`src/common/gfx_mapper_table.svh`:
```
`ifndef GFX_MAPPER_TABLE_SVH
`define GFX_MAPPER_TABLE_SVH

// Case items for the per-game bank table
// Expects bank_a, bank_b, set_used and req in scope
// Banks are one-hot, all zeros means nothing mapped

GAME_FFIGHT: begin
    bank_b   = 4'b0000;  // Single set only
    set_used = 1'b0;
    case (req.layer)
        OBJ, SCR1:  bank_a = 4'b0001;
        SCR2, SCR3: bank_a = 4'b0010;
        default:    bank_a = 4'b0000;  // Star field not on this board
    endcase
end

GAME_SF2: begin
    bank_b   = 4'b0010;  // Upper sprite codes
    // Sprites split by code range across two banks
    set_used = (req.layer == OBJ) && (req.code[15:14] != 2'd0);
    case (req.layer)
        OBJ:     bank_a = 4'b0001;
        SCR1:    bank_a = 4'b0010;
        SCR2:    bank_a = 4'b0100;
        SCR3:    bank_a = 4'b1000;
        default: bank_a = 4'b0000;
    endcase
end

`endif

```
`src/common/cps_gfx_pkg.sv`:
```
package cps_gfx_pkg;

    // Width of the ROM tile index, above the sub-tile row bits
    localparam int TILE_W = 20;

    // Graphics layers, same order as the board's layer select lines
    typedef enum logic [2:0] {
        OBJ   = 3'd0,
        SCR1  = 3'd1,
        SCR2  = 3'd2,
        SCR3  = 3'd3,
        STARS = 3'd4
    } layer_e;

    // Game ids, only a few carry their own table entry
    typedef enum logic [5:0] {
        GAME_1941     = 6'd0,
        GAME_CAPTCOMM = 6'd2,
        GAME_DINO     = 6'd5,
        GAME_FFIGHT   = 6'd7,
        GAME_GHOULS   = 6'd10,
        GAME_SF2      = 6'd25,
        GAME_STRIDER  = 6'd29
    } game_e;

    // One tile request from a layer fetcher
    typedef struct packed {
        layer_e      layer;
        logic [15:0] code;   // Tile code
    } gfx_req_t;

    // Bank config words as the CPU sees them
    // Nibble n of each word belongs to bank n
    typedef struct packed {
        logic [15:0] offset;
        logic [15:0] mask;
    } bank_cfg_t;

    // Mapper answer for one request
    typedef struct packed {
        logic [3:0] offset;
        logic [3:0] mask;
        logic       unmapped;  // No bank hit
    } map_res_t;

endpackage

```
`src/gfx/cps_bank_regs.sv`:
```
`timescale 1ns/1ps

module cps_bank_regs (
    input  logic                   clk,
    input  logic                   rst,
    input  logic                   wr,    // CPU write strobe
    input  logic                   sel,   // 0 offset, 1 mask
    input  logic [15:0]            data,
    output cps_gfx_pkg::bank_cfg_t bank_cfg
);
    import cps_gfx_pkg::*;

    bank_cfg_t cfg_q;

    // Mask defaults to all ones so codes pass through unchanged
    always_ff @(posedge clk, posedge rst) begin
        if (rst) begin
            cfg_q.offset <= 16'h0000;
            cfg_q.mask   <= 16'hFFFF;
        end else if (wr) begin
            if (sel) begin
                cfg_q.mask <= data;
            end else begin
                cfg_q.offset <= data;
            end
        end
    end

    assign bank_cfg = cfg_q;  // Seen by the mapper next cycle

    // A write with an unknown select would corrupt one word silently
    a_sel_known: assert property (
        @(posedge clk) disable iff (rst)
        wr |-> !$isunknown(sel)
    ) else $error("bank register write with unknown sel");

endmodule

```
`src/gfx/gfx_mappers.sv`:
```
`timescale 1ns/1ps

module gfx_mappers (
    input  logic                   clk,
    input  logic                   rst,
    input  cps_gfx_pkg::game_e     game,      // Static per game
    input  cps_gfx_pkg::bank_cfg_t bank_cfg,
    input  cps_gfx_pkg::gfx_req_t  req,
    output cps_gfx_pkg::map_res_t  map_res
);
    import cps_gfx_pkg::*;

    logic [3:0] bank_a;    // First set
    logic [3:0] bank_b;    // Second set, code range dependent
    logic       set_used;
    logic [3:0] eff_bank;
    map_res_t   res_q;

    // Table lookup straight from the request
    always_comb begin
        case (game)
            `include "gfx_mapper_table.svh"
            default: begin
                // Plain boards, everything in bank 0
                bank_a   = 4'b0001;
                bank_b   = 4'b0000;
                set_used = 1'b0;
            end
        endcase
    end

    assign eff_bank = set_used ? bank_b : bank_a;

    // Nibble pick, registered
    always_ff @(posedge clk, posedge rst) begin
        if (rst) begin
            res_q.offset   <= 4'h0;
            res_q.mask     <= 4'hF;
            res_q.unmapped <= 1'b1;
        end else begin
            res_q.unmapped <= (eff_bank == 4'b0000);
            case (eff_bank)
                4'b0001: begin
                    res_q.offset <= bank_cfg.offset[3:0];
                    res_q.mask   <= bank_cfg.mask[3:0];
                end
                4'b0010: begin
                    res_q.offset <= bank_cfg.offset[7:4];
                    res_q.mask   <= bank_cfg.mask[7:4];
                end
                4'b0100: begin
                    res_q.offset <= bank_cfg.offset[11:8];
                    res_q.mask   <= bank_cfg.mask[11:8];
                end
                4'b1000: begin
                    res_q.offset <= bank_cfg.offset[15:12];
                    res_q.mask   <= bank_cfg.mask[15:12];
                end
                default: begin
                    res_q.offset <= 4'h0;  // Unmapped, code passes as is
                    res_q.mask   <= 4'hF;
                end
            endcase
        end
    end

    assign map_res = res_q;

    // Table entries must never select two banks at once
    a_bank_onehot0: assert property (
        @(posedge clk) disable iff (rst)
        $onehot0(eff_bank)
    ) else $error("mapper selected more than one bank: %b", eff_bank);

endmodule

```
`src/gfx/gfx_addr_gen.sv`:
```
`timescale 1ns/1ps

module gfx_addr_gen #(
    parameter int SUB_W = 4  // Sub-tile row bits
) (
    input  logic                                clk,
    input  logic                                rst,
    input  logic                                req_valid,
    input  cps_gfx_pkg::gfx_req_t               req,
    input  logic [SUB_W-1:0]                    req_sub,
    input  cps_gfx_pkg::map_res_t               map_res,   // One cycle behind req
    output logic                                rom_valid,
    output logic [cps_gfx_pkg::TILE_W+SUB_W-1:0] rom_addr,
    output logic                                rom_unmapped
);
    import cps_gfx_pkg::*;

    // Code covers 16 bits of the tile index, rest is zero
    localparam int PAD_W = TILE_W - 16;

    logic             s1_valid;
    logic [15:0]      s1_code;
    logic [SUB_W-1:0] s1_sub;
    logic [3:0]       tile_hi;
    logic [TILE_W-1:0] tile;

    // Stage one, lines up with the mapper register
    always_ff @(posedge clk, posedge rst) begin
        if (rst) begin
            s1_valid <= 1'b0;
        end else begin
            s1_valid <= req_valid;
        end
    end

    always_ff @(posedge clk) begin
        if (req_valid) begin
            s1_code <= req.code;
            s1_sub  <= req_sub;
        end
    end

    // Bank nibble replaces the top of the code
    assign tile_hi = (s1_code[15:12] & map_res.mask) | map_res.offset;
    assign tile    = {{PAD_W{1'b0}}, tile_hi, s1_code[11:0]};

    // Stage two, ROM side
    always_ff @(posedge clk, posedge rst) begin
        if (rst) begin
            rom_valid    <= 1'b0;
            rom_addr     <= '0;
            rom_unmapped <= 1'b1;
        end else begin
            rom_valid <= s1_valid;
            if (s1_valid) begin
                rom_addr     <= {tile, s1_sub};
                rom_unmapped <= map_res.unmapped;
            end
        end
    end

    // Fixed two cycle latency, no drops and no extra pulses
    a_latency: assert property (
        @(posedge clk) disable iff (rst)
        rom_valid == $past(req_valid, 2)
    ) else $error("rom_valid does not follow req_valid by two cycles");

endmodule

```
`src/hdl/gfx_rom_path.sv`:
```
`timescale 1ns/1ps

module gfx_rom_path #(
    parameter int SUB_W = 4
) (
    input  logic                                 clk,
    input  logic                                 rst,
    input  cps_gfx_pkg::game_e                   game,
    // CPU side
    input  logic                                 cfg_wr,
    input  logic                                 cfg_sel,   // 0 offset, 1 mask
    input  logic [15:0]                          cfg_data,
    // Layer fetcher side
    input  logic                                 req_valid,
    input  cps_gfx_pkg::gfx_req_t                req,
    input  logic [SUB_W-1:0]                     req_sub,
    // ROM side
    output logic                                 rom_valid,
    output logic [cps_gfx_pkg::TILE_W+SUB_W-1:0] rom_addr,
    output logic                                 rom_unmapped
);
    import cps_gfx_pkg::*;

    bank_cfg_t bank_cfg;
    map_res_t  map_res;

    cps_bank_regs bank_regs_i (
        .clk      (clk),
        .rst      (rst),
        .wr       (cfg_wr),
        .sel      (cfg_sel),
        .data     (cfg_data),
        .bank_cfg (bank_cfg)
    );

    // Same request feeds both blocks
    gfx_mappers mappers_i (
        .clk      (clk),
        .rst      (rst),
        .game     (game),
        .bank_cfg (bank_cfg),
        .req      (req),
        .map_res  (map_res)
    );

    gfx_addr_gen #(
        .SUB_W (SUB_W)
    ) addr_gen_i (
        .clk          (clk),
        .rst          (rst),
        .req_valid    (req_valid),
        .req          (req),
        .req_sub      (req_sub),
        .map_res      (map_res),
        .rom_valid    (rom_valid),
        .rom_addr     (rom_addr),
        .rom_unmapped (rom_unmapped)
    );

endmodule

```
`config.mk`:
```
export PLATFORM = sky130hd
export DESIGN_NAME = gfx_rom_path
export DESIGN_NICKNAME = d
export VERILOG_FILES = /design/src/common/cps_gfx_pkg.sv /design/src/gfx/cps_bank_regs.sv /design/src/gfx/gfx_mappers.sv /design/src/gfx/gfx_addr_gen.sv /design/src/hdl/gfx_rom_path.sv
export VERILOG_INCLUDE_DIRS = /design/src /design/src/common
export SDC_FILE = /design/constraint.sdc
export NUM_CORES = 1
export LEC_CHECK = 0
export ABC_AREA = 1
export BUFFER_PORTS_ARGS = -buffer_cell sky130_fd_sc_hd__buf_2
export CORE_MARGIN = 2
export CORE_UTILIZATION = 54
export DETAILED_ROUTE_END_ITERATION = 10
export PLACE_DENSITY = 0.79
export SETUP_SLACK_MARGIN = 0.05
export SLEW_MARGIN = 20
export SYNTH_ARGS = -nofsm -noshare
export SYNTH_HDL_FRONTEND = slang
export SYNTH_HIERARCHICAL = 1
export SYNTH_SLANG_ARGS = --single-unit
```
`constraint.sdc`:
```
create_clock -name clk -period 2.55 [get_ports clk]
set_input_delay 0.6375 -clock clk [delete_from_list [all_inputs] [get_ports clk]]
set_output_delay 0.6375 -clock clk [all_outputs]
set_load 0.05 [all_outputs]
```
==> run metrics, run 1 <==
initial antenna violation count=0; CTS tree=yes; Slew headroom=41.0%; Synth Register Bits=84; port buffer count=71; hpwl dp=4760 um; reg2reg start=addr_gen_i/s1_valid$_DFF_PP0_; CTS Buf Count=9; final setup vio count=0; vias in the first global route=2,473; Starting Density=55.9%; share of layout cells above drive strength 1=29.5%; skew final=0.00856 ns; count leader, synth=nand2_1; Vias=2,628; number of synthesized flops with an enable pin=20; Post-Syn Area=3570 um2; Worst Setup End Kind=output pin; die width=85.3 um; Avg Inst Size Synth=9.73 um2; Worst Path Buf+Inv=1; ANT nets after route=0; Fmax=561 MHz; Crit-path slowest cell=dfstp_2; R2R Setup Slk=1.49 ns; # rows=29; status=completed; Least-Margin Pin Slew=0.885 ns; pin count of the biggest net entering global routing=35; clk buf depth=2; hold slack final=0.239 ns; overall routing resource usage=20.2%; synth cell count leaders=nand2_1 (161), nand3_1 (57), dfrtp_1 (42); Post-Synthesis Cells=367; H-tree levels=3; clock transition at the registers of the reported paths=0.09 ns; Synth cell types=23; final setup TNS=0 ns; crit path DAT=1.14 ns; Top Family by Delay on Critical Path=flip-flops; r2r worst-path depth=3; Syn. warnings=6; area delta synth->final=14.6%; io pins=76; GRT overflow=0; ys flop type=dfrtp_1; Fill cells=511; Die H=85.3 um; sequential share of the synthesized area=62.5%; post-route clock period utilization=69.9%; main area contributors after synthesis=dfrtp_1 (29%), nand2_1 (17%), edfxtp_1 (17%); Final Slew Violations=0; number of hold buffers added after cts=0; drt pass-1 iters=4; post-synth top area share=29.4%; Final Hold Fails=0; vias per inst=5.07; Core Area=6390 um2; area of the multi-input gates=1120 um2; layout net count=486; crit path max fanout=2; pwr/cell area=744 nW/um2; die area=7280 um2; DRT Wirelength=6710 um; Clock Latency Late Sink=0.35 ns; # resized after CTS=0; register area=2230 um2; end of the worst register-to-register path=addr_gen_i/rom_addr[18]$_DFFE_PP0P_; startpoint types=register; worst min-delay path class=input port to async pin; CP Class=register to output pin; DR DRC count=0; Worst VDD drop=0.520 mV; ys async rst share=76.2%; # diodes=0; P_leak=2.15 nW; Post-CTS Setup Repair Bufs=0; CTS Root Cell=clkbuf_8; CTS sink cnt=84; cell taking the most area after synthesis=dfrtp_1; Max stage delay on crit path=0.53 ns; CP required=1.91 ns; wire per inst=13.0 um; Max-Cap Viols=0; Final min period=1.78 ns; first-pass GRT wire length=11,400 um; RSZ-0062 raised after global routing=no; drt first-iter violations=155; RePlAce Congestion=0.865; CP Cell Sequence=buf_2
[metal layers]
metal  part of all wire, %  wire length, um  track usage (%)  up-vias
met5                     0                0                0        -
met4                   1.2               78             5.77        0
met3                   8.0              534             7.00       10
met2                    49             3260             32.0       96
met1                    42             2840             26.5     1216
li1                      -                -                -     1306
[kinds of logic (layout without fill, tap and decap cells)]
logic type,count (synthesis),in the layout,synth area share (%)
other,1,4,0.105
AOI/OAI and AO/OA,2,2,0.491
buffers and inverters,36,107,6.59
and+or+nand+nor,244,244,30.4
DFF,84,84,62.5
[cell usage in the layout, fill, tap and decap left out]
cell type | Yosys | final
nand2_8 | 1 | 1
bufinv_16 | 0 | 1
buf_4 | 12 | 2
inv_1 | 14 | 14
nand2_2 | 3 | 3
inv_4 | 1 | 1
clkinv_4 | 0 | 1
nand4_2 | 1 | 1
a21oi_2 | 2 | 2
clkinv_2 | 0 | 1
nand2_4 | 4 | 4
inv_6 | 1 | 5
nor3_4 | 1 | 1
dfstp_2 | 22 | 22
nand2_1 | 161 | 161
edfxtp_1 | 20 | 20
nand4_1 | 4 | 4
nand3_1 | 57 | 57
nor2_2 | 2 | 2
inv_2 | 2 | 2
buf_2 | 0 | 71
conb_1 | 1 | 4
clkbuf_8 | 1 | 9
dfrtp_1 | 42 | 42
nand3_2 | 1 | 1
nor2_1 | 9 | 9
[worst max-delay path by stage]
stage                                        start                             end  slack [ns]  cells after the start
4_1_cts        addr_gen_i/rom_unmapped$_DFFE_PP1P_                    rom_unmapped        0.76                      1
3_3_place_gp                               game[5]  mappers_i/map_res[4]$_DFF_PP1_        0.86                      9
3_5_place_dp                               game[5]  mappers_i/map_res[1]$_DFF_PP1_        0.82                      9
6_report       addr_gen_i/rom_unmapped$_DFFE_PP1P_                    rom_unmapped        0.77                      1
2_1_floorplan                              game[5]  mappers_i/map_res[2]$_DFF_PP1_        1.15                      8
5_1_grt        addr_gen_i/rom_unmapped$_DFFE_PP1P_                    rom_unmapped        0.72                      1
[through the flow]
stage / power [mW] / cells / utilization (%) / instance area (um2) / setup WS [ns]
6_report: 3.04 / 518 / 64.0 / 4090 / 0.768
2_1_floorplan: 1.99 / 370 / - / 3580 / 1.15
3_5_place_dp: 2.12 / 502 / 60.9 / 3890 / 0.822
4_1_cts: 3.07 / 518 / 64.0 / 4090 / 0.755
3_3_place_gp: 2.10 / 502 / 60.9 / 3890 / 0.860
5_1_grt: 3.21 / 518 / 64.0 / 4090 / 0.720
[final cells by class]
class / instances / share of cell area (%)
multi-input cells: 250 / 27.3
clock inverters: 7 / 1.93
inverters: 18 / 1.84
repair buffers: 73 / 9.05
flip-flops and latches: 84 / 54.5
well taps: 77 / 2.36
clock buffers: 9 / 3.03
[power by group]
part           internal, mW  switching [mW]
registers              1.56          0.0734
clock network         0.466           0.488
logic                 0.125           0.335
[state kept, by name, indices dropped and copies added (netlist names)]
| register | cells |
|---|---|
| addr_gen_i/rom_unmapped | 1 |
| mappers_i/map_res | 9 |
| addr_gen_i/s1_sub | 4 |
| addr_gen_i/s1_code | 16 |
| addr_gen_i/rom_addr | 20 |
| bank_regs_i/bank_cfg | 32 |
| addr_gen_i/rom_valid | 1 |
| addr_gen_i/s1_valid | 1 |
Power figures use the tool's default switching activity.
==> run 2, diff against run 1 <==
CORE_UTILIZATION = 49   (was 54)
PLACE_DENSITY = 0.76   (was 0.79)
clock period = 1.5 ns   (was 2.55 ns; I/O delays follow)
==> run metrics, run 2 (same netlist as run 1, synthesis figures left out) <==
status=completed; Die H=89.4 um (+4.7%); Fmax=712 MHz; drt first-iter violations=116 (-25%); Worst Setup End Kind=output pin; Crit-path slowest cell=dfstp_2; DRT Wirelength=7160 um (+6.6%); final setup TNS=0 ns (unchanged); area delta synth->final=17.5%; sw power=1.48 mW (+65%); die area=7980 um2 (+9.7%); most frequent cells in the layout=nand2_1 (161), buf_2 (70), nand3_1 (57); r2r worst-path depth=3 (unchanged); Max stage delay on crit path=0.54 ns (about the same); Worst Path Buf+Inv=1 (unchanged); CTS tree=yes; CP Cell Sequence=buf_6; Max-Cap Viols=0 (unchanged); overall power=5.12 mW (+68%); clock transition at the registers of the reported paths=0.09 ns (about the same); Final min period=1.40 ns; CTS Root Cell=clkbuf_8; Net Sw Frac=28.9% (-0.56 points); # rows=31 (+6.9%); share of layout cells above drive strength 1=29.8% (+0.37 points); Worst path depth=1 (unchanged); io pins=76 (unchanged); Final Hold Fails=0 (unchanged); H-tree levels=3 (unchanged); CTS Buf Count=9 (unchanged); crit path DAT=1.03 ns (-0.11 ns); RSZ-0062 raised after global routing=no; worst min-delay path class=input port to register; CTS sink cnt=84 (unchanged); layout net count=494 (+1.6%); vias in the first global route=2,654 (+7.3%); CP required=1.12 ns (-0.79 ns); port buffer count=71 (unchanged); post-route clock period utilization=93.6%; logic gate share of total power=15.9% (+0.8 points); Worst VDD drop=0.681 mV (+31%); max reg flops=32 (unchanged); skew final=0.0113 ns (+0.00275 ns); die width=89.4 um (+4.7%); internal power=3.64 mW (+70%); most common cell after layout, fill and taps aside=nand2_1; Hold Path Depth=1; pin count of the biggest net entering global routing=33 (-5.7%); Core Area=7140 um2 (+12%); overall routing resource usage=20.1% (-0.021 points); wire per inst=13.1 um (+0.79%); RePlAce Congestion=0.839 (-3.0%); Vias=2,659 (+1.2%); sequential share of power=54.1% (+0.6 points); clock power share=30.0% (-1.4 points); clk buf depth=2 (unchanged); pwr/cell area=1220 nW/um2 (+64%); P_leak=2.18 nW (+1.4%); startpoint types=register; final setup vio count=0 (unchanged); initial antenna violation count=0 (unchanged); first-pass GRT wire length=12,100 um (+5.9%); Clock Latency Late Sink=0.34 ns (about the same); ANT nets after route=0 (unchanged); crit path max fanout=2 (unchanged); Top Family by Delay on Critical Path=flip-flops; Starting Density=50.0% (-5.9 points); hpwl dp=5150 um (+8.0%); DR DRC count=0 (unchanged); CP Class=register to output pin; drt pass-1 iters=4 (unchanged); # diodes=0 (unchanged); GRT overflow=0 (unchanged); Final Slew Violations=0 (unchanged); vias per inst=4.85 (-4.4%)
==> run 2: cell types whose count changed in the layout (fill, tap and decap cells not counted), moves of 2 or more <==
cell,change
buf_12,+2
buf_4,+5
clkbuf_1,+2
clkinvlp_4,+2
inv_6,-4
==> run 2: per-stage QoR <==
| stage | utilization (%) | worst slack (ns) | std cells | hold WS (ns) | instance area (um2) |
|---|---|---|---|---|---|
| final | 58.8 | 0.0954 | 548 | 0.197 | 4190 |
| after global routing | 58.8 | 0.0517 | 548 | 0.180 | 4190 |
| after CTS | 58.8 | 0.0764 | 548 | 0.180 | 4190 |
| after detailed placement | 55.9 | 0.0382 | 531 | 0.361 | 3990 |
| after global placement | 55.9 | 0.148 | 531 | 0.349 | 3990 |
| after floorplan | - | 0.361 | 370 | 0.199 | 3580 |
==> run 2: what timing repair did <==
action                     in CTS  in global routing
setup endpoints to repair       1                  0
hold endpoints to repair        4                  0
hold buffers                    1                  0
resized for setup               2                  0
buffers inserted                0                  0
==> run 2: worst paths after layout <==
kind | startpoint | endpoint | slack (ns)
worst min-delay path | req_sub[0] | addr_gen_i/s1_sub[0]$_DFFE_PP_ | 0.20
worst max register to register | addr_gen_i/s1_valid$_DFF_PP0_ | addr_gen_i/rom_addr[19]$_DFFE_PP0P_ | 0.55
worst min register to register | addr_gen_i/s1_sub[3]$_DFFE_PP_ | addr_gen_i/rom_addr[3]$_DFFE_PP0P_ | 0.45
min in group asynchronous | rst | mappers_i/map_res[5]$_DFF_PP0_ | 0.56
max in group asynchronous | rst | bank_regs_i/bank_cfg[7]$_DFFE_PP1P_ | 0.48
worst max-delay path | addr_gen_i/rom_unmapped$_DFFE_PP1P_ | rom_unmapped | 0.1
==> run 2: per-layer routing <==
metal | global-route usage [%] | share of wire (%)
met4 | 11.1 | 2.9
met5 | 0 | 0
met3 | 4.06 | 5.8
met2 | 32.9 | 46
met1 | 25.0 | 45
==> run 2: power by group through the flow <==
stage	sequential (mW)	combinational [mW]	clock [mW]
detailed placement	2.81	0.822	0
global placement	2.81	0.799	0
global route	2.80	0.914	1.68
finish	2.77	0.817	1.53
CTS	2.77	0.828	1.57
floorplan	3.01	0.364	0
==> run 2: area by class of cell <==
type                       instances  area (um2)
fill                             621        2940
sequential                        84        2230
multi-input combinational        250        1120
timing repair buffer              81         464
clock buffer                      11         131
tap                               99         124
inverter                          18        75.1
clock inverter                     5        53.8
